**src/common/cpuPkg.sv**
```systemverilog
package cpuPkg;

  // datapath, instruction and bus word width
  localparam int dataWidth = 16;
  // eight architectural registers
  localparam int regAddrWidth = 3;
  // default word count of the shared memory
  localparam int memDepth = 512;

  // top nibble of every instruction word
  typedef enum logic [3:0] {
    NOP = 4'd0,
    ADD = 4'd1,
    SUB = 4'd2,
    AND = 4'd3,
    LDM = 4'd4,
    LDD = 4'd5,
    STD = 4'd6,
    IN  = 4'd7,
    OUT = 4'd8,
    JZ  = 4'd9,
    HLT = 4'd15
  } opcodeT;

  // one instruction word, two decodings
  typedef union packed {
    // register form: ALU ops, IN, OUT
    struct packed {
      opcodeT                  opcode;
      logic [regAddrWidth-1:0] rd;
      logic [regAddrWidth-1:0] rs;
      logic [regAddrWidth-1:0] rt;
      logic [2:0]              unused;
    } r;
    // immediate form: LDM, LDD, STD, JZ
    struct packed {
      opcodeT                  opcode;
      logic [regAddrWidth-1:0] rd;
      logic [8:0]              imm;
    } i;
  } instrU;

  // execute to memory stage register
  typedef struct packed {
    logic                    valid;
    opcodeT                  opcode;
    logic [regAddrWidth-1:0] rd;
    logic [dataWidth-1:0]    result;
    logic [dataWidth-1:0]    storeData;
    logic [dataWidth-1:0]    address;
  } exMemT;

endpackage

```
**src/common/wbBus.sv**
```systemverilog
`timescale 1ns/1ns

interface wbBus
  import cpuPkg::*;
();

  // cycle frame and strobe, held until ack
  logic                 cyc;
  logic                 stb;
  logic                 we;
  logic [dataWidth-1:0] adr;
  logic [dataWidth-1:0] datWr;
  // slave side return
  logic [dataWidth-1:0] datRd;
  logic                 ack;

  modport master (
    output cyc, stb, we, adr, datWr,
    input  datRd, ack
  );

  modport slave (
    input  cyc, stb, we, adr, datWr,
    output datRd, ack
  );

endinterface

```
**src/memArbiter.sv**
```systemverilog
`timescale 1ns/1ns

module memArbiter (
  input  logic clk,
  input  logic rst,
  wbBus.slave  hostBus,
  wbBus.slave  dataBus,
  wbBus.slave  fetchBus,
  wbBus.master memBus
);

  // bit 2 host, bit 1 memory stage, bit 0 fetch
  logic [2:0] req;
  logic [2:0] pick;
  logic [2:0] grant;
  logic [2:0] grantReg;
  logic       locked;

  assign req = {hostBus.cyc, dataBus.cyc, fetchBus.cyc};

  // fixed priority, host first
  always_comb
  begin
    pick = 3'b000;
    if (req[2])
      pick = 3'b100;
    else if (req[1])
      pick = 3'b010;
    else if (req[0])
      pick = 3'b001;
  end

  // owner keeps the bus while it holds cyc
  assign locked = |(grantReg & req);
  assign grant = locked ? grantReg : pick;

  always_ff @(posedge clk or posedge rst)
  begin
    if (rst)
      grantReg <= 3'b000;
    else
      grantReg <= grant;
  end

  always_comb
  begin
    memBus.cyc = 1'b0;
    memBus.stb = 1'b0;
    memBus.we = 1'b0;
    memBus.adr = '0;
    memBus.datWr = '0;
    case (grant)
      3'b100:
      begin
        memBus.cyc = hostBus.cyc;
        memBus.stb = hostBus.stb;
        memBus.we = hostBus.we;
        memBus.adr = hostBus.adr;
        memBus.datWr = hostBus.datWr;
      end
      3'b010:
      begin
        memBus.cyc = dataBus.cyc;
        memBus.stb = dataBus.stb;
        memBus.we = dataBus.we;
        memBus.adr = dataBus.adr;
        memBus.datWr = dataBus.datWr;
      end
      3'b001:
      begin
        memBus.cyc = fetchBus.cyc;
        memBus.stb = fetchBus.stb;
        memBus.we = fetchBus.we;
        memBus.adr = fetchBus.adr;
        memBus.datWr = fetchBus.datWr;
      end
      default:
      begin
        memBus.cyc = 1'b0;
      end
    endcase
  end

  // ack belongs to whoever owned the bus last cycle too,
  // so a late ack from a one-cycle host strobe never leaks to a new owner
  assign hostBus.ack = grant[2] && grantReg[2] && memBus.ack;
  assign dataBus.ack = grant[1] && grantReg[1] && memBus.ack;
  assign fetchBus.ack = grant[0] && grantReg[0] && memBus.ack;
  assign hostBus.datRd = grant[2] ? memBus.datRd : '0;
  assign dataBus.datRd = grant[1] ? memBus.datRd : '0;
  assign fetchBus.datRd = grant[0] ? memBus.datRd : '0;

  assert property (@(posedge clk) disable iff (rst) $onehot0(grant));

endmodule

```
**src/flat_wrapper.sv**
```systemverilog
// flat-port wrapper written by rule: the top's interface ports become plain ports
module memArbiter_flat 
  (clk, rst, hostBus_cyc, hostBus_stb, hostBus_we, hostBus_adr, hostBus_datWr, hostBus_datRd, hostBus_ack, dataBus_cyc, dataBus_stb, dataBus_we, dataBus_adr, dataBus_datWr, dataBus_datRd, dataBus_ack, fetchBus_cyc, fetchBus_stb, fetchBus_we, fetchBus_adr, fetchBus_datWr, fetchBus_datRd, fetchBus_ack, memBus_cyc, memBus_stb, memBus_we, memBus_adr, memBus_datWr, memBus_datRd, memBus_ack);
  wbBus hostBus_i ();
  wbBus dataBus_i ();
  wbBus fetchBus_i ();
  wbBus memBus_i ();
  input  logic clk;
  input  logic rst;
  input wire logic [$bits(hostBus_i.cyc)-1:0] hostBus_cyc;
  input wire logic [$bits(hostBus_i.stb)-1:0] hostBus_stb;
  input wire logic [$bits(hostBus_i.we)-1:0] hostBus_we;
  input wire logic [$bits(hostBus_i.adr)-1:0] hostBus_adr;
  input wire logic [$bits(hostBus_i.datWr)-1:0] hostBus_datWr;
  output wire logic [$bits(hostBus_i.datRd)-1:0] hostBus_datRd;
  output wire logic [$bits(hostBus_i.ack)-1:0] hostBus_ack;
  input wire logic [$bits(dataBus_i.cyc)-1:0] dataBus_cyc;
  input wire logic [$bits(dataBus_i.stb)-1:0] dataBus_stb;
  input wire logic [$bits(dataBus_i.we)-1:0] dataBus_we;
  input wire logic [$bits(dataBus_i.adr)-1:0] dataBus_adr;
  input wire logic [$bits(dataBus_i.datWr)-1:0] dataBus_datWr;
  output wire logic [$bits(dataBus_i.datRd)-1:0] dataBus_datRd;
  output wire logic [$bits(dataBus_i.ack)-1:0] dataBus_ack;
  input wire logic [$bits(fetchBus_i.cyc)-1:0] fetchBus_cyc;
  input wire logic [$bits(fetchBus_i.stb)-1:0] fetchBus_stb;
  input wire logic [$bits(fetchBus_i.we)-1:0] fetchBus_we;
  input wire logic [$bits(fetchBus_i.adr)-1:0] fetchBus_adr;
  input wire logic [$bits(fetchBus_i.datWr)-1:0] fetchBus_datWr;
  output wire logic [$bits(fetchBus_i.datRd)-1:0] fetchBus_datRd;
  output wire logic [$bits(fetchBus_i.ack)-1:0] fetchBus_ack;
  output wire logic [$bits(memBus_i.cyc)-1:0] memBus_cyc;
  output wire logic [$bits(memBus_i.stb)-1:0] memBus_stb;
  output wire logic [$bits(memBus_i.we)-1:0] memBus_we;
  output wire logic [$bits(memBus_i.adr)-1:0] memBus_adr;
  output wire logic [$bits(memBus_i.datWr)-1:0] memBus_datWr;
  input wire logic [$bits(memBus_i.datRd)-1:0] memBus_datRd;
  input wire logic [$bits(memBus_i.ack)-1:0] memBus_ack;
  assign hostBus_i.cyc = hostBus_cyc;
  assign hostBus_i.stb = hostBus_stb;
  assign hostBus_i.we = hostBus_we;
  assign hostBus_i.adr = hostBus_adr;
  assign hostBus_i.datWr = hostBus_datWr;
  assign hostBus_datRd = hostBus_i.datRd;
  assign hostBus_ack = hostBus_i.ack;
  assign dataBus_i.cyc = dataBus_cyc;
  assign dataBus_i.stb = dataBus_stb;
  assign dataBus_i.we = dataBus_we;
  assign dataBus_i.adr = dataBus_adr;
  assign dataBus_i.datWr = dataBus_datWr;
  assign dataBus_datRd = dataBus_i.datRd;
  assign dataBus_ack = dataBus_i.ack;
  assign fetchBus_i.cyc = fetchBus_cyc;
  assign fetchBus_i.stb = fetchBus_stb;
  assign fetchBus_i.we = fetchBus_we;
  assign fetchBus_i.adr = fetchBus_adr;
  assign fetchBus_i.datWr = fetchBus_datWr;
  assign fetchBus_datRd = fetchBus_i.datRd;
  assign fetchBus_ack = fetchBus_i.ack;
  assign memBus_cyc = memBus_i.cyc;
  assign memBus_stb = memBus_i.stb;
  assign memBus_we = memBus_i.we;
  assign memBus_adr = memBus_i.adr;
  assign memBus_datWr = memBus_i.datWr;
  assign memBus_i.datRd = memBus_datRd;
  assign memBus_i.ack = memBus_ack;
  memArbiter u_core (.clk(clk), .rst(rst), .hostBus(hostBus_i), .dataBus(dataBus_i), .fetchBus(fetchBus_i), .memBus(memBus_i));
endmodule
```
**config.mk**
```make
export PLATFORM = sky130hd
export DESIGN_NAME = memArbiter_flat
export DESIGN_NICKNAME = d
export VERILOG_FILES = /design/src/common/cpuPkg.sv /design/src/common/wbBus.sv /design/src/memArbiter.sv /design/src/flat_wrapper.sv
export SDC_FILE = /design/constraint.sdc
export NUM_CORES = 1
export LEC_CHECK = 0
export ABC_AREA = 1
export BUFFER_PORTS_ARGS = -buffer_cell sky130_fd_sc_hd__buf_2
export CORE_AREA = 2 2 82 84
export CTS_CLUSTER_DIAMETER = 30
export CTS_CLUSTER_SIZE = 40
export DETAILED_ROUTE_END_ITERATION = 8
export DIE_AREA = 0 0 84 86
export PLACE_DENSITY_LB_ADDON = 0.08
export SYNTH_ARGS = -nofsm -noshare
export SYNTH_HDL_FRONTEND = slang
export SYNTH_SLANG_ARGS = --single-unit
```
**constraint.sdc**
```tcl
create_clock -name clk -period 3.8 [get_ports clk]
set_clock_uncertainty 0.1 [all_clocks]
set_input_delay 0.38 -clock clk [delete_from_list [all_inputs] [get_ports clk]]
set_output_delay 0.38 -clock clk [all_outputs]
set_load 0.03 [all_outputs]
```
# After elaboration in Yosys (flattened, before gate mapping)
# Index checks and enable logic that the tools add are counted.
[totals] ff_bits=3 input_bits=124 elab_cells=24
[classes] n_eq_ne=3 mux=12 bitwise=1 n_reduce_logical=7
[ops] op="16-bit case mux with 3 select lines" count=2
[ops] op="16-bit two-way mux" count=3
[ops] op="3-bit two-way mux" count=3
[ops] op="1-bit case mux with 3 select lines" count=3
[ops] op="1-bit logical AND" count=6
[ops] op="3-bit bitwise AND" count=1
[ops] op="3-bit by 1-bit == test with 1-bit output, second input constant" count=1
[ops] op="3-bit by 2-bit == test with 1-bit output, second input constant" count=1
[ops] op="3-bit == test, second input constant" count=1
[ops] op="3-bit OR reduction" count=1
[ops] op="1-bit two-way mux" count=1

# Depth between registers and ports, before layout
# Gate-level depths: netlist (run 1).
[logic_depth] depth_word=6 mapped_depth=9

# Least setup slack after synthesis (run 1)
# OpenSTA, ideal clock, no wires.
[synth_path] path_type="flip-flop to output port" from="register u_core.grantReg[1]" to="output dataBus_datRd[10]" arrival_time_ns=1.481 t_required_ns=3.320 path_slack_ns=1.839 stages_incl_launch_ff=8 n_path_buf=2 cell_sequence="dfrtp_1 nand2_2 nand3_2 nand2_1 nand2_2 buf_6 buf_2 nor2_1"
[synth_between] elab_chain_len=4
[synth_lines] item="start, declared" line="memArbiter.sv:16" text="logic [2:0] grantReg;"
[synth_lines] item="start signal, assigned" line="memArbiter.sv:42" text="grantReg <= grant;"
[synth_lines] item="3-bit bitwise AND" line="memArbiter.sv:34" text="assign locked = |(grantReg & req);"
[synth_lines] item="3-bit OR reduction" line="memArbiter.sv:34"
[synth_lines] item="3-bit two-way mux (*)" line="memArbiter.sv:35" text="assign grant = locked ? grantReg : pick;"
[synth_lines] item="16-bit two-way mux (*)" line="memArbiter.sv:90" text="assign dataBus.datRd = grant[1] ? memBus.datRd : '0;"
[synth_lines] item="end, declared" line="flat_wrapper.sv:22" text="output wire logic [$bits(dataBus_i.datRd)-1:0] dataBus_datRd;"
# Mark *: on every way between the ends. The rest lies on a longest branch, timed or not.

# Worst setup path in the final report (run 1)
[layout_path] from="register u_core.grantReg[0]" to="output memBus_datWr[6]"
[layout_between] elab_chain_len=5 elab_cells_between_ends=7 cone_classes="eq/ne: 3; mux: 2; bitwise: 1; reduce/logical: 1"
[layout_lines] item="3-bit bitwise AND" line="memArbiter.sv:34"
[layout_lines] item="3-bit OR reduction" line="memArbiter.sv:34"
[layout_lines] item="3-bit two-way mux (*)" line="memArbiter.sv:35"
[layout_lines] item="3-bit by 1-bit == test with 1-bit output, or another cell as far along" line="memArbiter.sv:52" text="case (grant)"
[layout_lines] item="16-bit case mux with 3 select lines (*)" line="memArbiter.sv:52"
[layout_lines] item="end, declared" line="flat_wrapper.sv:35" text="output wire logic [$bits(memBus_i.datWr)-1:0] memBus_datWr;"
# Marks and branches as above.

==> results.cfg, run 1 <==
[sta]
finalSetupTns_ps = 0
timing.slew.headroom_pct = 46.89
fmax_mhz = 364.9
worstMarginPinSlew_ps = 793.8
setup_viol = 0
report.final.hold_viol_count = 0
maxSlewViolCount = 0
final.period_utilization_pct = 72.11
grt_setup_unrepaired = no
post-route-min-period_ps = 2740

[detailed_routing]
drt-wirelength-per-cell_um = 13.74
route.antenna.remaining_nets = 0
num_vias = 2797
detail_route.iter0.violations = 114
wl_um = 7363
avgViaCountPerCell = 5.218
drt-pass1-iter-count = 4
drc_violations = 0

[clock_tree]
clockRootBuffer = sky130_fd_sc_hd__clkbuf_8
numCtsBuffers = 3
tritoncts_clock_tree = built
max-clock-path-buffers = 2
cts.htree.levels = 1
clock_sink_count = 3
clk_pin_slew_worst_paths_ps = 30
clk_latency_ps = 220
ctsResizeCount = 0

[placement]
post_dp_cell_area_um2 = 2527
place.gp.congestion = 0.8438
dp_hpwl_um = 5318
place.port_buffers = 209

[cells_and_area]
final_common_cell = sky130_fd_sc_hd__buf_2
registers.top_by_ff_count = u_core.grantReg
antenna_diode_count = 0
fin_nets = 584
largest_register_ff_count = 3
fillCellCount = 716
layout_top_registers = u_core.grantReg x3
layout-area-overhead-vs-synth_pct = 62.90
fin_area_um2 = 2582
post_route_cells_drive_above_1_share_pct = 49.89
layout_common_cells = 209 x sky130_fd_sc_hd__buf_2, 105 x sky130_fd_sc_hd__nand4_1, 51 x sky130_fd_sc_hd__nor2_1

[grt]
grt_start_max_net_pins = 53
antenna_violations_before_repair = 0
global_route_wire_length_before_repair_um = 11400
grt_pass1_vias = 2498
overflow = 0
gr-usage-all-layers_pct = 18.57

[setup_path]
cp_data_arrival_time_ps = 2260
worst_setup_end_kind = output pin
critical_path_class = flip-flop to output pin
regToRegStartpoint = u_core.grantReg[0]$_DFF_PP0_
setup.worst_path.start_class = flip-flop
worst_setup_path_startpoint = u_core.grantReg[0]$_DFF_PP0_
cp_data_required_time_ps = 3320
crit_end = memBus_datWr[6]
ff_to_ff_setup_slack_ps = 2040
path_max_fanout = 48
worst-r2r-cell-count = 5
regToRegEndpoint = u_core.grantReg[2]$_DFF_PP0_

[power]
power_density_nw_per_um2 = 417.8
p_leak_uw = 0.001567
ir_drop_v = 0.0002702
total_power_uw = 1079

[yosys]
synth_mux_area_share_pct = 0
yosys.area_share.adder_pct = 0
synth_compound_gate_area_share_pct = 0
synth.cell_area_um2 = 1585
seq_area_frac_synth_pct = 4.736
synth_nets = 402
post_synth_and_or_nand_nor_area_fraction_pct = 73.72
ys_types = 13
yosys_warnings = 0
synthXorXnorAreaFrac_pct = 0
synth_top_family_by_area = simple AND/OR/NAND/NOR gates
syn_area_per_cell_um2 = 5.702
synth_cells = 278
postSynthRegisterBits = 3

[hold_path]
type_of_the_most_critical_hold_path = input pin to asynchronous set/reset pin

[floorplanning]
rows = 29
initial_core_util_pct = 25.25
core_area_um2 = 6277
design.die.area_um2 = 7224
die_height_um = 86
top_level_ports = 210
die_w_um = 84

[flow_run]
timing.max_cap.violations = 0

[run_status]
run_status = finished clean
routing by layer:
metal	global-route usage, %	wire length, um	vias up
li1	-	-	1389
met1	20.96	2796	1241
met2	34.25	3730	155
met3	4.427	708	12
met4	6.305	129	0
met5	0	0	-
layout make-up:
| cell class | instances | area (um2) | share of cell area, % |
|---|---|---|---|
| sequential | 3 | 75.07 | 2.907 |
| tap | 77 | 96.34 | 3.731 |
| clock buffer | 4 | 45.04 | 1.744 |
| multi-input combinational | 214 | 1169 | 45.25 |
| timing repair buffer | 213 | 1104 | 42.73 |
| inverter | 25 | 93.84 | 3.634 |
cell families after synthesis:
logic type	Yosys count
and+or+nand+nor	214
buffers and inverters	61
DFF	3
timing repair:
action,in CTS,in global routing
buffers inserted,0,0
hold endpoints to repair,3,0
hold buffers,1,0
critical path: stages (launching register included):
cell and delay, ps:
sky130_fd_sc_hd__dfrtp_1 400, sky130_fd_sc_hd__nand2_2 140, sky130_fd_sc_hd__nand2_1 90, sky130_fd_sc_hd__inv_1 60, sky130_fd_sc_hd__nand3_1 70, sky130_fd_sc_hd__nand2_2 520, sky130_fd_sc_hd__buf_12 290, sky130_fd_sc_hd__nand4_1 130
sky130_fd_sc_hd__nand3_1 100, sky130_fd_sc_hd__buf_2 200
per-stage QoR:
step | hold WS [ps] | instances | setup slack [ps] | util, %
floorplan | 33.64 | 278 | 1839 | -
global placement | 148.5 | 531 | 1222 | 40.26
detailed placement | 148.4 | 531 | 1197 | 40.26
CTS | 467.0 | 536 | 1043 | 41.14
global route | 478.4 | 536 | 868.4 | 41.14
finish | 465.3 | 536 | 1060 | 41.14
report_power, final:
part | internal (uW) | switching [uW] | total [uW]
sequential | 37.3 | 5.02 | 42.3
combinational | 252 | 692 | 944
clock | 71.5 | 21.4 | 92.9
total | 361 | 718 | 1080
worst min-delay path by stage:
| stage | from | endpoint | slack, ps | depth (start not counted) |
|---|---|---|---|---|
| final | rst | u_core.grantReg[2]$_DFF_PP0_ | 470 | 3 |
| after global routing | rst | u_core.grantReg[2]$_DFF_PP0_ | 480 | 3 |
| after CTS | rst | u_core.grantReg[2]$_DFF_PP0_ | 470 | 3 |
| after detailed placement | rst | u_core.grantReg[1]$_DFF_PP0_ | 150 | 2 |
| after global placement | rst | u_core.grantReg[0]$_DFF_PP0_ | 150 | 2 |
| after floorplan | rst | u_core.grantReg[0]$_DFF_PP0_ | 30 | 1 |
Yosys cell counts:
cell type	count	area, um2
sky130_fd_sc_hd__nand4_1	105	656.9
sky130_fd_sc_hd__inv_2	2	7.510
sky130_fd_sc_hd__nand2_4	3	33.78
sky130_fd_sc_hd__nand2_2	7	43.79
sky130_fd_sc_hd__buf_4	2	15.01
sky130_fd_sc_hd__buf_2	24	120.1
sky130_fd_sc_hd__nor2_1	51	191.4
sky130_fd_sc_hd__inv_1	23	86.33
sky130_fd_sc_hd__dfrtp_1	3	75.07
sky130_fd_sc_hd__nand3_2	2	20.02
sky130_fd_sc_hd__buf_6	10	112.6
sky130_fd_sc_hd__nand3_1	40	200.2
sky130_fd_sc_hd__nand2_1	6	22.52
(Power assumes the default switching activity.)
==> inputs of run 2 (changes only) <==
==> constraint.sdc (replaced) <==
create_clock -name clk -period 2.29 [get_ports clk]
set_clock_uncertainty 0.1 [all_clocks]
set_input_delay 0.229 -clock clk [delete_from_list [all_inputs] [get_ports clk]]
set_output_delay 0.229 -clock clk [all_outputs]
set_load 0.03 [all_outputs]
==> results.cfg, run 2 (synthesized netlist as in run 1, its figures left out) <==
[run_status]
run_status = finished clean

[floorplanning]
initial_core_util_pct = 25.25
die_w_um = 84
rows = 29
core_area_um2 = 6277
top_level_ports = 210
die_height_um = 86
design.die.area_um2 = 7224

[detailed_routing]
num_vias = 2808
drt-wirelength-per-cell_um = 13.56
avgViaCountPerCell = 5.200
drc_violations = 0
drt-pass1-iter-count = 4
detail_route.iter0.violations = 123
wl_um = 7323
route.antenna.remaining_nets = 0

[placement]
detailedPlace.worstSlack_ps = 336.3
dp_hpwl_um = 5409
place.port_buffers = 209
place.gp.congestion = 0.8321

[grt]
gr-usage-all-layers_pct = 18.61
antenna_violations_before_repair = 0
global_route_wire_length_before_repair_um = 11410
grt_pass1_vias = 2510
grt_start_max_net_pins = 56
overflow = 0

[setup_path]
crit_path_max_incr_delay_ps = 390
slowest_stage = sky130_fd_sc_hd__dfrtp_1
critical-path-top-delay-family = simple AND/OR/NAND/NOR gates
critical_path_class = flip-flop to output pin
crit_path_cell_trace = nand2_2 -> nand2_1 -> inv_1 -> nand3_1 -> nand2_2 -> buf_4 -> nand4_1 -> nand3_1 -> buf_2
cp.buffers_inverters = 3
cp_data_required_time_ps = 1960
cp_data_arrival_time_ps = 1810
worst_setup_end_kind = output pin
regToRegStartpoint = u_core.grantReg[0]$_DFF_PP0_
setup.worst_path.start_class = flip-flop
path_max_fanout = 31
worst_setup_path_startpoint = u_core.grantReg[0]$_DFF_PP0_

[cells_and_area]
layout_top_registers = u_core.grantReg x3
multi_input_area_um2 = 1169
layout_common_cells = 209 x sky130_fd_sc_hd__buf_2, 105 x sky130_fd_sc_hd__nand4_1, 51 x sky130_fd_sc_hd__nor2_1
layout.area.seq_um2 = 75.07
antenna_diode_count = 0
final_common_cell = sky130_fd_sc_hd__buf_2
layout-area-overhead-vs-synth_pct = 66.61
fin_nets = 588
largest_register_ff_count = 3
registers.top_by_ff_count = u_core.grantReg
post_route_cells_drive_above_1_share_pct = 50.32
fillCellCount = 742

[sta]
finalSetupTns_ps = 0
maxSlewViolCount = 0
post-route-min-period_ps = 2140
report.final.hold_viol_count = 0
final.period_utilization_pct = 93.43
grt_setup_unrepaired = no
finalWorstSetupSlack_ps = 150.4
fmax_mhz = 467.4
timing.slew.headroom_pct = 71.51
setup_viol = 0
worstMarginPinSlew_ps = 426.9
hold-worst-slack_ps = 345.3

[clock_tree]
numCtsBuffers = 3
cts.htree.levels = 1
post-cts-setup-buffer-count = 0
tritoncts_clock_tree = built
clock_sink_count = 3
clk_pin_slew_worst_paths_ps = 30
clockRootBuffer = sky130_fd_sc_hd__clkbuf_8
max-clock-path-buffers = 2
clk_latency_ps = 220

[power]
ir_drop_v = 0.0002617
power_density_nw_per_um2 = 695.0
p_leak_uw = 0.001597

[flow_run]
timing.max_cap.violations = 0

[hold_path]
type_of_the_most_critical_hold_path = input pin to asynchronous set/reset pin
-- run 2: power by group --
part / internal (uW) / switching [uW] / total [uW] / leakage (uW)
Combinational: 458 / 1150 / 1610 / 0.00154
Clock: 119 / 35.0 / 154 / 0.0000228
Sequential: 61.8 / 7.77 / 69.6 / 0.0000375
Total: 638 / 1200 / 1840 / 0.00160
-- run 2: metrics by stage --
step | util, % | area [um2] | power [uW] | instances
final | 42.08 | 2641 | 1836 | 540
after global routing | 42.08 | 2641 | 1975 | 540
after CTS | 42.02 | 2638 | 1856 | 540
after detailed placement | 41.14 | 2582 | 1695 | 535
after global placement | 41.14 | 2582 | 1698 | 535
after floorplan | - | 1585 | 1268 | 278
-- run 2: path summary, 6_finish.rpt --
kind / end / slack, ps / cells after the start
worst max-delay path: memBus_adr[6] / 150 / 9
worst min-delay path: u_core.grantReg[2]$_DFF_PP0_ / 350 / 3
worst max register to register: u_core.grantReg[2]$_DFF_PP0_ / 940 / 6
worst min register to register: u_core.grantReg[0]$_DFF_PP0_ / 800 / 2
max in group asynchronous: u_core.grantReg[1]$_DFF_PP0_ / 1620 / 3
min in group clk: u_core.grantReg[0]$_DFF_PP0_ / 570 / 3
-- run 2: layout make-up --
cell class              instances  area share, %
inverters                      25          3.553
flip-flops and latches          3          2.842
well taps                      77          3.648
multi-input cells             214          44.24
clock buffers                   4          1.705
repair buffers                217          44.01
-- run 2: routing by layer --
layer	share of wire [%]	track usage (%)	wire, um	up-vias
li1	-	-	-	1400
met1	39	21.31	2828	1232
met5	0	0	0	-
met3	8.3	2.984	608	13
met2	51	35.64	3756	163
met4	1.8	5.132	130	0
-- run 2: timing repair --
action                                  in CTS  in global routing
gates resized for setup                      0                  1
hold buffers                                 1                  0
endpoints found under the hold margin        3                  0
endpoints found under the setup margin       0                 21
-- run 2: worst reg2reg max path, cell delays in order, from the launching register on --
cell and delay, ps:
sky130_fd_sc_hd__dfrtp_1 390, sky130_fd_sc_hd__nand2_2 130, sky130_fd_sc_hd__nand2_1 90, sky130_fd_sc_hd__nand2_2 80, sky130_fd_sc_hd__nand2_4 50, sky130_fd_sc_hd__inv_2 200, sky130_fd_sc_hd__buf_12 210
