[src/common/cpuPkg.sv]
package cpuPkg;

  // datapath, instruction and bus word width
  localparam int dataWidth = 16;
  // eight architectural registers
  localparam int regAddrWidth = 3;
  // default word count of the shared memory
  localparam int memDepth = 512;

  // top nibble of every instruction word
  typedef enum logic [3:0] {
    NOP = 4'd0,
    ADD = 4'd1,
    SUB = 4'd2,
    AND = 4'd3,
    LDM = 4'd4,
    LDD = 4'd5,
    STD = 4'd6,
    IN  = 4'd7,
    OUT = 4'd8,
    JZ  = 4'd9,
    HLT = 4'd15
  } opcodeT;

  // one instruction word, two decodings
  typedef union packed {
    // register form: ALU ops, IN, OUT
    struct packed {
      opcodeT                  opcode;
      logic [regAddrWidth-1:0] rd;
      logic [regAddrWidth-1:0] rs;
      logic [regAddrWidth-1:0] rt;
      logic [2:0]              unused;
    } r;
    // immediate form: LDM, LDD, STD, JZ
    struct packed {
      opcodeT                  opcode;
      logic [regAddrWidth-1:0] rd;
      logic [8:0]              imm;
    } i;
  } instrU;

  // execute to memory stage register
  typedef struct packed {
    logic                    valid;
    opcodeT                  opcode;
    logic [regAddrWidth-1:0] rd;
    logic [dataWidth-1:0]    result;
    logic [dataWidth-1:0]    storeData;
    logic [dataWidth-1:0]    address;
  } exMemT;

endpackage

[src/common/wbBus.sv]
`timescale 1ns/1ns

interface wbBus
  import cpuPkg::*;
();

  // cycle frame and strobe, held until ack
  logic                 cyc;
  logic                 stb;
  logic                 we;
  logic [dataWidth-1:0] adr;
  logic [dataWidth-1:0] datWr;
  // slave side return
  logic [dataWidth-1:0] datRd;
  logic                 ack;

  modport master (
    output cyc, stb, we, adr, datWr,
    input  datRd, ack
  );

  modport slave (
    input  cyc, stb, we, adr, datWr,
    output datRd, ack
  );

endinterface

[src/fetch/fetchUnit.sv]
`timescale 1ns/1ns

module fetchUnit
  import cpuPkg::*;
(
  input  logic                 clk,
  input  logic                 rst,
  input  logic                 start,
  input  logic                 pipeStall,
  input  logic                 branchTaken,
  input  logic [dataWidth-1:0] branchTarget,
  output instrU                instr,
  output logic                 instrValid,
  output logic [dataWidth-1:0] pcNext,
  wbBus.master                 fetchBus
);

  logic [dataWidth-1:0] pc;
  logic                 running;
  logic                 haltSeen;
  // open read overtaken by a taken branch
  logic                 dropRead;
  logic                 issue;
  logic                 readDone;
  instrU                fetched;

  assign fetched = fetchBus.datRd;
  assign readDone = fetchBus.cyc && fetchBus.ack;
  // one read at a time, only when IR is empty or handed on this cycle
  assign issue = running && !haltSeen && !fetchBus.cyc && !branchTaken
    && (!instrValid || !pipeStall);
  assign pcNext = pc;

  // read-only master
  assign fetchBus.stb = fetchBus.cyc;
  assign fetchBus.we = 1'b0;
  assign fetchBus.datWr = '0;

  always_ff @(posedge clk or posedge rst)
  begin
    if (rst)
    begin
      pc <= '0;
      running <= 1'b0;
      haltSeen <= 1'b0;
      dropRead <= 1'b0;
      instrValid <= 1'b0;
      fetchBus.cyc <= 1'b0;
    end
    else
    begin
      if (start)
        running <= 1'b1;
      // execute takes the instruction
      if (instrValid && !pipeStall)
        instrValid <= 1'b0;
      if (issue)
      begin
        fetchBus.cyc <= 1'b1;
        pc <= pc + 1'b1;
      end
      if (readDone)
      begin
        fetchBus.cyc <= 1'b0;
        dropRead <= 1'b0;
        if (!dropRead && !branchTaken)
        begin
          instrValid <= 1'b1;
          // nothing past HLT gets fetched
          if (fetched.r.opcode == HLT)
            haltSeen <= 1'b1;
        end
      end
      // flush: drop held word, mark any open read stale
      if (branchTaken)
      begin
        pc <= branchTarget;
        instrValid <= 1'b0;
        haltSeen <= 1'b0;
        if (fetchBus.cyc && !fetchBus.ack)
          dropRead <= 1'b1;
      end
    end
  end

  always_ff @(posedge clk)
  begin
    if (issue)
      fetchBus.adr <= pc;
    if (readDone)
      instr <= fetched;
  end

  // read request stays put while arbiter or memory keep it waiting
  assert property (@(posedge clk) disable iff (rst)
    fetchBus.stb && !fetchBus.ack |=> fetchBus.stb && $stable(fetchBus.adr));

endmodule

[src/flat_wrapper.sv]
// flat-port wrapper written by rule: the top's interface ports become plain ports
module fetchUnit_flat import cpuPkg::*;
  (clk, rst, start, pipeStall, branchTaken, branchTarget, instr, instrValid, pcNext, fetchBus_cyc, fetchBus_stb, fetchBus_we, fetchBus_adr, fetchBus_datWr, fetchBus_datRd, fetchBus_ack);
  wbBus fetchBus_i ();
  input  logic clk;
  input  logic rst;
  input  logic start;
  input  logic pipeStall;
  input  logic branchTaken;
  input  logic [dataWidth-1:0] branchTarget;
  output instrU instr;
  output logic instrValid;
  output logic [dataWidth-1:0] pcNext;
  output wire logic [$bits(fetchBus_i.cyc)-1:0] fetchBus_cyc;
  output wire logic [$bits(fetchBus_i.stb)-1:0] fetchBus_stb;
  output wire logic [$bits(fetchBus_i.we)-1:0] fetchBus_we;
  output wire logic [$bits(fetchBus_i.adr)-1:0] fetchBus_adr;
  output wire logic [$bits(fetchBus_i.datWr)-1:0] fetchBus_datWr;
  input wire logic [$bits(fetchBus_i.datRd)-1:0] fetchBus_datRd;
  input wire logic [$bits(fetchBus_i.ack)-1:0] fetchBus_ack;
  assign fetchBus_cyc = fetchBus_i.cyc;
  assign fetchBus_stb = fetchBus_i.stb;
  assign fetchBus_we = fetchBus_i.we;
  assign fetchBus_adr = fetchBus_i.adr;
  assign fetchBus_datWr = fetchBus_i.datWr;
  assign fetchBus_i.datRd = fetchBus_datRd;
  assign fetchBus_i.ack = fetchBus_ack;
  fetchUnit u_core (.clk(clk), .rst(rst), .start(start), .pipeStall(pipeStall), .branchTaken(branchTaken), .branchTarget(branchTarget), .instr(instr), .instrValid(instrValid), .pcNext(pcNext), .fetchBus(fetchBus_i));
endmodule
[config.mk]
export PLATFORM = sky130hd
export DESIGN_NAME = fetchUnit_flat
export DESIGN_NICKNAME = d
export VERILOG_FILES = /design/src/common/cpuPkg.sv /design/src/common/wbBus.sv /design/src/fetch/fetchUnit.sv /design/src/flat_wrapper.sv
export SDC_FILE = /design/constraint.sdc
export NUM_CORES = 1
export LEC_CHECK = 0
export ABC_AREA = 0
export BUFFER_PORTS_ARGS = -buffer_cell sky130_fd_sc_hd__buf_2
export CAP_MARGIN = 20
export CORE_ASPECT_RATIO = 0.9
export CORE_MARGIN = 1
export CORE_UTILIZATION = 46
export CTS_CLUSTER_SIZE = 14
export DETAILED_ROUTE_END_ITERATION = 16
export PLACE_DENSITY_LB_ADDON = 0.15
export SLEW_MARGIN = 30
export SYNTH_ARGS = -nofsm -noshare
export SYNTH_HDL_FRONTEND = slang
export SYNTH_SLANG_ARGS = --single-unit
[constraint.sdc]
create_clock -name clk -period 2.1 [get_ports clk]
set_input_delay 0.105 -clock clk [delete_from_list [all_inputs] [get_ports clk]]
set_output_delay 0.105 -clock clk [all_outputs]
set_load 0.05 [all_outputs]
# Word level (Yosys, flattened, before mapping)
# Index checks and enable logic that the tools add are counted.
# totals
mem_count	0
elab_cells	47
inputBits	38
output_inout_bits	68
ramBits	0
latch_bits	0
register_bits	53
romBits	0
# op_classes
order_cmp	0
multipliers	0
div	0
bitwise	0
n_addsub	1
shifts	0
n_eq_ne	1
n_reduce_logical	22
n_mux	15
# ops
operator	count
two-way mux 16 bit	2
adder 16 x 1 -> 16 bit, second input constant	1
two-way mux 1 bit	13
nonzero test 2 bit	5
logical AND 1 bit	8
zero test 1 bit	7
equality test 4 bit, second input constant	1
AND reduction 3 bit	1
logical OR 1 bit	1

# Longest topological paths before layout
# Gate-level depths: netlist (run 1).
# logic_depth
ltp_word	7
depth_mapped	6
depth_no_buf	5

# Worst setup path after synthesis (run 1)
# Ideal clock, no wire load.
# synth_path
path_kind	flip-flop to flip-flop
start	register u_core.fetchBus.cyc
end	register u_core.pc[7], in the netlist u_core.pcNext[7]
arrival_time_ns	1.930
n_path_buf	1
slack_ns	0.027
setup_ns	0.143
path_stages_with_launch	6
required_ns	1.957
synth_period_minus_slack_ns	2.073
path_cell_list	dfrtp_1 > or4b_1 > buf_2 > or4_4 > nand3b_2 > o211ai_2
# synth_between
elab_chain_cells	5
# synth_lines
item	line	source
start, declared	wbBus.sv:18	output cyc, stb, we, adr, datWr,
start signal, assigned	fetchUnit.sv:48	fetchBus.cyc <= 1'b0;
start signal, assigned	fetchUnit.sv:59	fetchBus.cyc <= 1'b1;
start signal, assigned	fetchUnit.sv:64	fetchBus.cyc <= 1'b0;
zero test 1 bit	fetchUnit.sv:30	assign issue = running && !haltSeen && !fetchBus.cyc && !branchTaken
logical AND 1 bit (2 in series)	fetchUnit.sv:30	
logical AND 1 bit	fetchUnit.sv:31	&& (!instrValid || !pipeStall);
nonzero test 2 bit (no line)	n/a	
end signal, assigned	fetchUnit.sv:60	pc <= pc + 1'b1;
end signal, assigned	fetchUnit.sv:77	pc <= branchTarget;
end, declared	fetchUnit.sv:18	logic [dataWidth-1:0] pc;
# No other way between the ends.
# A chain may end at the register's enable or synchronous reset.

# Final worst setup path (run 1)
# Ends and elaborated chain as after synthesis.

==> results of run 1 <==
[worst max-delay path by stage]
stage	start	to	slack (ps)	cells after the start
2_1_floorplan	u_core.fetchBus.cyc$_DFFE_PP0P_	u_core.pcNext[7]$_DFFE_PP0P_	30	5
3_3_place_gp	u_core.fetchBus.cyc$_DFFE_PP0P_	u_core.pcNext[7]$_DFFE_PP0P_	220	4
3_5_place_dp	u_core.fetchBus.cyc$_DFFE_PP0P_	u_core.pcNext[7]$_DFFE_PP0P_	200	4
4_1_cts	u_core.fetchBus.cyc$_DFFE_PP0P_	u_core.pcNext[7]$_DFFE_PP0P_	180	4
5_1_grt	u_core.pcNext[0]$_DFFE_PP0P_	u_core.pcNext[14]$_DFFE_PP0P_	40	6
6_report	u_core.fetchBus.cyc$_DFFE_PP0P_	u_core.pcNext[7]$_DFFE_PP0P_	180	4
[metrics by stage]
stage               std cells  power [W]
floorplan                 198   0.001991
global placement          332   0.002158
detailed placement        332   0.002168
CTS                       362   0.002749
global route              364   0.002847
finish                    364   0.002729
[routing by layer]
layer  wire length (um)  part of all wire (%)
met4                 97                   1.9
met2               2608                    51
met5                  0                     0
met1               2079                    40
met3                369                   7.2
[layout make-up]
class / count / area share (%)
flip-flops and latches: 53 / 48.10
multi-input cells: 116 / 22.92
clock inverters: 2 / 0.3239
well taps: 65 / 2.632
inverters: 5 / 0.6073
clock buffers: 6 / 2.348
repair buffers: 117 / 23.08
[state kept, by name, summed over array words and instances (netlist names), named ones only]
signal	cells
u_core.fetchBus.adr	16
u_core.instr	16
u_core.pcNext	16
u_core.fetchBus.cyc	1
u_core.haltSeen	1
u_core.instrValid	1
u_core.running	1
[repair_timing]
| item | in CTS | in global routing |
|---|---|---|
| hold buffers | 22 | 0 |
| endpoints found under the hold margin | 42 | 0 |
| setup endpoints to repair | 0 | 1 |
| buffers inserted | 0 | 2 |
[power breakdown]
group          internal [W]  leakage [nW]  switching [W]  total, W
Clock              0.000232        0.0450       0.000322  0.000554
Sequential          0.00124         0.554       0.000100   0.00134
Combinational      0.000206         0.774       0.000628  0.000834
Total               0.00168          1.37        0.00105   0.00273
[kinds of logic (layout without fill, tap and decap cells)]
group                    after synthesis  in the layout  synth area share [%]
multiplexers                           5              5                 2.203
AO/OA/AOI/OAI                         31             31                 9.565
buffers and inverters                 29            130                 8.329
adder cells (fa/ha/maj)                1              1                0.5373
AND/OR/NAND/NOR                       62             62                 15.37
flip-flops                            53             53                 63.84
other                                  1             17                0.1610
[layout by cell type, fill, tap and decap left out, types with 4 or more instances in the layout]
cell and n:
buf_2 88, buf_4 7, clkbuf_8 5, conb_1 17, dfrtp_1 21, dlygate4sd3_1 22, edfxtp_1 32, inv_1 4
mux2i_1 4, nand2_1 18, nand3_1 7, nand4_1 8, nor2_1 4, nor3_1 5, o21ai_0 11
[worst reg2reg max path, cell delays in order (launching register included)]
cell	delay, ps
dfrtp_1	470
or4b_1	680
or4_4	480
nand3b_2	100
o211ai_2	80
==> results.sh, run 1 <==
export IMPL_pre_cts_slack_ps=195.4
export IMPL_hpwlAfterDp_mm=3.480
export IMPL_drv_cap=0
export IMPL_synth_area_leaders="edfxtp_1, dfrtp_1, buf_4"
export IMPL_yosysTopAreaCell="edfxtp_1"
export IMPL_use_met3_pct=4.605
export IMPL_setup_ws_ps=183.1
export IMPL_synth_top_area_share_pct=41.27
export IMPL_cts_tree="done"
export IMPL_totalWireLength_mm=5.155
export IMPL_root_buffer="clkbuf_8"
export IMPL_slowest_delay_ps=680
export IMPL_cp_end_kind="register"
export IMPL_slew_headroom_pct=45.71
export IMPL_r2r_cells=4
export IMPL_holdPathStages=3
export IMPL_yosysSeqAreaShare_pct=63.84
export IMPL_port_buffers=88
export IMPL_ant_nets=0
export IMPL_grtUsageMet2_pct=34.42
export IMPL_vdd_drop_max_mv=0.3415
export IMPL_ys_flop_type="edfxtp_1"
export IMPL_synth_avg_cell_area_um2=12.79
export IMPL_syn2layout_area_growth_pct=32.72
export IMPL_critPathArrivalTime_ps=2110
export IMPL_viasPerCell=5.041
export IMPL_grt_busiest_layer="met2"
export IMPL_grt_pass1_vias=1743
export IMPL_reg2reg_slack_ps=180
export IMPL_drt_iter0_drc=151
export IMPL_synthCells=182
export IMPL_clock_sinks=53
export IMPL_placed_area_um2=2773
export IMPL_post_drt_wl_per_cell_um=14.16
export IMPL_setup_viol=0
export IMPL_cts_max_level=2
export IMPL_drc=0
export IMPL_yosysWarnings=0
export IMPL_min_from="branchTarget[3]"
export IMPL_clock_skew_ps=11.82
export IMPL_synth_common_cells="edfxtp_1, dfrtp_1, buf_4, nand2_1, o21ai_0"
export IMPL_tightest_slew_ps=813.4
export IMPL_dieWidth_um=77.00
export IMPL_path_max_fanout=7
export IMPL_reg2reg_to="u_core.pcNext[7]$_DFFE_PP0P_"
export IMPL_rsz0062_at_grt="no"
export IMPL_period_needed_ps=1917
export IMPL_grt_use_total_pct=20.41
export IMPL_fmax_ghz=0.5217
export IMPL_tritoncts_num_buffers=5
export IMPL_antenna_found_initial=0
export IMPL_use_met1_pct=25.95
export IMPL_post_cts_resized=0
export IMPL_critPathKind="register to register"
export IMPL_via_count=1835
export IMPL_synthDistinctLibCells=44
export IMPL_critPathRequiredTime_ps=2300
export IMPL_pin_count=106
export IMPL_critPathTopFamily="simple AND/OR/NAND/NOR gates"
export IMPL_start_kind="register"
export IMPL_core_area_um2=4865
export IMPL_regArea_um2=1486
export IMPL_clk_latency_ps=310
export IMPL_start_util_pct=47.87
export IMPL_min_period_over_period_pct=91.28
export IMPL_path_buf_inv=0
export IMPL_first_pass_iters=4
export IMPL_synth_edf_count=32
export IMPL_async_flop_share_pct=39.62
export IMPL_slew_viol_final=0
export IMPL_power_density_nw_per_um2=883.1
export IMPL_overflow=0
export IMPL_post_route_util_pct=63.53
export IMPL_clock_path_buffers=2
export IMPL_fp_dieH_um=69.50
export IMPL_final_hold_violation_count=0
export IMPL_gp_congestion=0.7390
export IMPL_ys_seq_elements=53
export IMPL_cts_clk_slew_worst_paths_ps=100
export IMPL_hold_class="input port to register"
export IMPL_multi_input_area_um2=708.2
export IMPL_fillers=427
export IMPL_fp_row_count=24
export IMPL_holdPathEnd="u_core.pcNext[3]$_DFFE_PP0P_"
export IMPL_leakage_nw=1.373
export IMPL_nNetsFinal=337
export IMPL_cp_cell_sequence="or4b_1, or4_4, nand3b_2, o211ai_2"
export IMPL_critPathSlowestCell="or4b_1"
export IMPL_syn_cell_area_um2=2328
export IMPL_n_antenna_cell=0
export IMPL_grt_first_pass_wirelength_mm=8.328
export IMPL_hold_slack_ps=22.01
export IMPL_grt_max_degree=22
export IMPL_finalSetupTns_ps=0
export IMPL_outcome="completed"
export IMPL_drive_gt1_share_pct=37.12
export IMPL_fp_dieArea_um2=5351
export IMPL_design_area_um2=3090
export IMPL_r2r_start="u_core.fetchBus.cyc$_DFFE_PP0P_"
export IMPL_yosysMostFrequentCell="edfxtp_1"
(Power assumes the default switching activity.)
==> run 2: changes to the inputs <==
--- a/config.mk
+++ b/config.mk
@@ -13,7 +13,7 @@
 export CORE_UTILIZATION = 46
 export CTS_CLUSTER_SIZE = 14
 export DETAILED_ROUTE_END_ITERATION = 16
-export PLACE_DENSITY_LB_ADDON = 0.15
+export PLACE_DENSITY = 0.79
 export SLEW_MARGIN = 30
 export SYNTH_ARGS = -nofsm -noshare
 export SYNTH_HDL_FRONTEND = slang
==> run 2 against run 1 <==
Net effect:
- non-clock buffer count fell by 7
- total power barely moved
- global-route usage fell by 0.38 points
- register-to-register slack improved by 20 ps
- critical path type unchanged
- cell count fell by 1.9%
- via count fell by 2.1%
- sequential share of layout area rose by 0.93 points
- utilization fell by 1.2 points
- clock power barely moved
- sequential power barely moved
- critical endpoint unchanged
- wire length rose by 2.3%
- first-iteration DRC count fell by 27%
==> results.sh, run 2 (synthesis gave the netlist of run 1 again) <==
export IMPL_hold_class="input port to register"
export IMPL_root_buffer="clkbuf_8"
export IMPL_final_cell_mix="buf_2, edfxtp_1, dfrtp_1"
export IMPL_critPathKind="register to register"
export IMPL_vdd_drop_max_mv=0.5443
export IMPL_drt_iter0_drc=110
export IMPL_multi_input_area_um2=708.2
export IMPL_clock_skew_ps=11.62
export IMPL_cts_tree="done"
export IMPL_via_count=1797
export IMPL_post_drt_wl_per_cell_um=14.77
export IMPL_ant_nets=0
export IMPL_reg2reg_slack_ps=210
export IMPL_path_max_fanout=7
export IMPL_cp_cell_sequence="or4b_1, or4_4, nand3b_2, o211ai_2"
export IMPL_slew_viol_final=0
export IMPL_grt_first_pass_wirelength_mm=8.176
export IMPL_first_pass_iters=4
export IMPL_viasPerCell=5.034
export IMPL_setup_viol=0
export IMPL_hpwlAfterDp_mm=3.671
export IMPL_leakage_nw=1.345
export IMPL_drive_gt1_share_pct=36.99
export IMPL_outcome="completed"
export IMPL_drv_cap=0
export IMPL_cts_max_level=2
export IMPL_clock_path_buffers=2
export IMPL_critPathRequiredTime_ps=2290
export IMPL_critPathSlowestCell="or4b_1"
export IMPL_gp_congestion=0.8020
export IMPL_core_area_um2=4865
export IMPL_nNetsFinal=330
export IMPL_power_density_nw_per_um2=900.8
export IMPL_critPathArrivalTime_ps=2080
export IMPL_rsz0062_at_grt="no"
export IMPL_fp_dieH_um=69.50
export IMPL_overflow=0
export IMPL_grt_use_total_pct=20.03
export IMPL_tightest_slew_ps=854.3
export IMPL_fmax_ghz=0.5282
export IMPL_min_from="branchTarget[5]"
export IMPL_n_antenna_cell=0
export IMPL_clock_sinks=53
export IMPL_layout_commonest_cell="buf_2"
export IMPL_finalSetupTns_ps=0
export IMPL_fillers=393
export IMPL_min_period_over_period_pct=90.16
export IMPL_tritoncts_num_buffers=5
export IMPL_antenna_found_initial=0
export IMPL_dieWidth_um=77.00
export IMPL_r2r_cells=4
export IMPL_fp_dieArea_um2=5351
export IMPL_cts_clk_slew_worst_paths_ps=90
export IMPL_drc=0
export IMPL_holdPathEnd="u_core.pcNext[5]$_DFFE_PP0P_"
export IMPL_cp_end_kind="register"
export IMPL_final_hold_violation_count=0
export IMPL_port_buffers=88
export IMPL_fp_row_count=24
export IMPL_slew_headroom_pct=42.98
export IMPL_reg2reg_to="u_core.pcNext[7]$_DFFE_PP0P_"
export IMPL_start_util_pct=47.87
export IMPL_slowest_delay_ps=670
export IMPL_totalPowerFinal_w=0.002731
export IMPL_totalWireLength_mm=5.272
export IMPL_grt_pass1_vias=1634
export IMPL_period_needed_ps=1893
export IMPL_pin_count=106
export IMPL_start_kind="register"
export IMPL_syn2layout_area_growth_pct=30.20
export IMPL_regArea_um2=1486
export IMPL_post_route_util_pct=62.32
export IMPL_r2r_start="u_core.fetchBus.cyc$_DFFE_PP0P_"
export IMPL_clk_latency_ps=310
export IMPL_critPathTopFamily="simple AND/OR/NAND/NOR gates"
export IMPL_path_buf_inv=0
export IMPL_holdPathStages=3
export IMPL_grt_max_degree=22
-- run 2: cell types whose count changed in the layout (fill, tap and decap cells not counted), sizes merged --
cell	change
dlygate4sd3	-4
clkinv	+1
buf	-3
clkbuf	-1
-- run 2: how the worst max path moves through the flow --
stage                                                to                             from  depth (start not counted)  slack (ps)
after global routing      u_core.pcNext[12]$_DFFE_PP0P_     u_core.pcNext[0]$_DFFE_PP0P_                          5         100
after detailed placement   u_core.pcNext[7]$_DFFE_PP0P_  u_core.fetchBus.cyc$_DFFE_PP0P_                          4         220
after floorplan            u_core.pcNext[7]$_DFFE_PP0P_  u_core.fetchBus.cyc$_DFFE_PP0P_                          5          30
after CTS                  u_core.pcNext[7]$_DFFE_PP0P_  u_core.fetchBus.cyc$_DFFE_PP0P_                          4         210
final                      u_core.pcNext[7]$_DFFE_PP0P_  u_core.fetchBus.cyc$_DFFE_PP0P_                          4         210
after global placement     u_core.pcNext[7]$_DFFE_PP0P_  u_core.fetchBus.cyc$_DFFE_PP0P_                          4         250
-- run 2: cell type report --
type | instances | share of cell area (%)
clock buffers | 5 | 2.270
inverters | 5 | 0.6191
clock inverters | 3 | 0.5778
well taps | 65 | 2.683
multi-input cells | 116 | 23.36
flip-flops and latches | 53 | 49.03
repair buffers | 110 | 21.46
-- run 2: stage by stage --
step	std cells	area, um2	setup slack, ps	hold slack (ps)
after floorplan	198	2389	27.19	81.53
after global placement	331	2765	253.4	282.2
after detailed placement	331	2765	216.9	283.5
after CTS	357	3032	207.5	5.065
after global routing	357	3032	100.8	16.64
final	357	3032	206.7	10.48
-- run 2: worst min-delay path, delay by kind of cell --
kind	cells	cell delay, ps
simple gates	2	90
buf+inv	1	80
-- run 2: power breakdown --
| part | switching, W | internal [W] |
|---|---|---|
| Clock | 0.000325 | 0.000231 |
| Sequential | 0.0000998 | 0.00124 |
| Combinational | 0.000634 | 0.000199 |
-- run 2: metal layers --
layer | vias up | track usage [%] | share of wire, %
met5 | - | 0 | 0
met4 | 0 | 7.338 | 1.4
met3 | 6 | 3.947 | 5.8
met2 | 76 | 35.32 | 51
met1 | 851 | 24.32 | 41
li1 | 864 | - | -
-- run 2: repair_timing --
item / CTS / global route
gates resized for setup: 0 / 0
endpoints found under the hold margin: 38 / 0
hold buffers: 18 / 0
buffers inserted: 0 / 0
==> run 3: changes to the inputs <==
--- a/config.mk
+++ b/config.mk
@@ -14,6 +14,7 @@
 export CTS_CLUSTER_SIZE = 14
 export DETAILED_ROUTE_END_ITERATION = 16
 export PLACE_DENSITY = 0.79
+export REMOVE_ABC_BUFFERS = 1
 export SLEW_MARGIN = 30
 export SYNTH_ARGS = -nofsm -noshare
 export SYNTH_HDL_FRONTEND = slang
==> run 3 against run 2 <==
Net effect:
- register-to-register slack got worse by 30 ps
- worst setup slack got worse by 32 ps
- critical path depth unchanged
- fmax decreased by 1.7%
- via count decreased by 0.89%
- largest power group unchanged
- non-clock buffer count decreased by 1
- clock skew decreased by 4.2 ps
- highest routed layer unchanged
- global-route usage decreased by 0.80 points
==> results.sh, run 3 (synthesis gave the netlist of run 1 again) <==
export IMPL_outcome="completed"
export IMPL_port_buffers=88
export IMPL_design_area_um2=3022
export IMPL_grt_pass1_vias=1629
export IMPL_hpwlAfterDp_mm=3.501
export IMPL_start_kind="register"
export IMPL_critPathKind="register to register"
export IMPL_root_buffer="clkbuf_8"
export IMPL_vdd_drop_max_mv=0.3772
export IMPL_fillers=413
export IMPL_drv_cap=0
export IMPL_cp_end_kind="register"
export IMPL_post_route_util_pct=62.11
export IMPL_n_antenna_cell=0
export IMPL_cts_max_level=2
export IMPL_fp_row_count=24
export IMPL_pre_cts_slack_ps=199.7
export IMPL_min_period_over_period_pct=91.70
export IMPL_cts_clk_slew_worst_paths_ps=90
export IMPL_setup_viol=0
export IMPL_totalPowerFinal_w=0.002703
export IMPL_grt_use_total_pct=19.23
export IMPL_antenna_found_initial=0
export IMPL_gp_congestion=0.7493
export IMPL_fp_dieArea_um2=5351
export IMPL_clock_sinks=53
export IMPL_tritoncts_num_buffers=5
export IMPL_ant_nets=0
export IMPL_hold_class="input port to register"
export IMPL_final_hold_violation_count=0
export IMPL_fmax_ghz=0.5193
export IMPL_grt_first_pass_wirelength_mm=7.893
export IMPL_syn2layout_area_growth_pct=29.77
export IMPL_first_pass_iters=4
export IMPL_clock_path_buffers=2
export IMPL_critPathRequiredTime_ps=2290
export IMPL_start_util_pct=47.87
export IMPL_period_needed_ps=1926
export IMPL_drc=0
export IMPL_power_density_nw_per_um2=894.7
export IMPL_clk_latency_ps=300
export IMPL_pin_count=106
export IMPL_path_max_fanout=7
export IMPL_finalNonFillerCells=356
export IMPL_post_drt_wl_per_cell_um=14.15
export IMPL_drive_gt1_share_pct=36.43
export IMPL_fp_dieH_um=69.50
export IMPL_slew_headroom_pct=44.38
export IMPL_setup_ws_ps=174.3
export IMPL_cts_tree="done"
export IMPL_slew_viol_final=0
export IMPL_tightest_slew_ps=833.4
export IMPL_dieWidth_um=77.00
export IMPL_leakage_nw=1.333
export IMPL_grt_max_degree=25
export IMPL_rsz0062_at_grt="no"
export IMPL_dp_cells=330
export IMPL_core_area_um2=4865
export IMPL_nNetsFinal=329
export IMPL_final_cell_mix="buf_2, edfxtp_1, dfrtp_1"
export IMPL_drt_iter0_drc=106
export IMPL_overflow=0
export IMPL_via_count=1781
export IMPL_placed_area_um2=2758
export IMPL_viasPerCell=5.003
export IMPL_layout_commonest_cell="buf_2"
export IMPL_clock_skew_ps=7.451
export IMPL_totalWireLength_mm=5.038
export IMPL_critPathArrivalTime_ps=2120
run 3: cell types whose count changed in the layout (fill, tap and decap cells not counted), sizes merged:
cell,previous run,this run
clkbuf,5,6
clkinv,4,2
clkinvlp,0,1
buf,92,91
run 3: repair_timing:
action                                 CTS  global route
endpoints found under the hold margin   38             0
gates resized for setup                  0             0
hold buffers                            18             0
buffers inserted                         0             0
run 3: per-layer routing:
metal | vias up | GRT usage (%) | share of wire, %
li1 | 860 | - | -
met1 | 849 | 24.64 | 43
met2 | 65 | 32.54 | 51
met3 | 7 | 3.158 | 5.0
met4 | 0 | 7.966 | 1.3
met5 | - | 0 | 0
run 3: worst paths after layout:
check	start	end	slack (ps)	depth (start not counted)
setup / recovery	u_core.fetchBus.cyc$_DFFE_PP0P_	u_core.pcNext[7]$_DFFE_PP0P_	170	4
hold / removal	fetchBus_ack	u_core.fetchBus.cyc$_DFFE_PP0P_	6	2
setup reg to reg	u_core.fetchBus.cyc$_DFFE_PP0P_	u_core.pcNext[7]$_DFFE_PP0P_	170	4
hold reg to reg	register	register	510	2
max in group asynchronous	rst	u_core.pcNext[4]$_DFFE_PP0P_	1080	3
min in group asynchronous	rst	u_core.pcNext[5]$_DFFE_PP0P_	500	3
run 3: power breakdown:
part	internal (W)	switching, W	leakage, nW
logic	0.000196	0.000626	0.740
clock network	0.000231	0.000309	0.0388
registers	0.00124	0.0000989	0.554
total	0.00167	0.00103	1.33
run 3: layout make-up:
type                    instances  area (um2)  share of cell area, %
repair buffers                109       643.1                  21.28
multi-input cells             116       708.2                  23.44
clock buffers                   6       72.57                  2.402
well taps                      65       81.33                  2.692
clock inverters                 2       11.26                 0.3727
inverters                       5       18.77                 0.6211
flip-flops and latches         53        1486                  49.19
run 3: stage by stage:
step | setup TNS (ps) | hold slack, ps
floorplan | -2976 | 81.53
global placement | 0 | 282.2
detailed placement | 0 | 283.7
CTS | 0 | 6.092
global route | 0 | 16.73
finish | 0 | 6.397
run 3: critical path: stages (launching register included):
cell,delay [ps]
dfrtp_1,470
or4b_1,690
or4_4,480
nand3b_2,90
o211ai_2,90
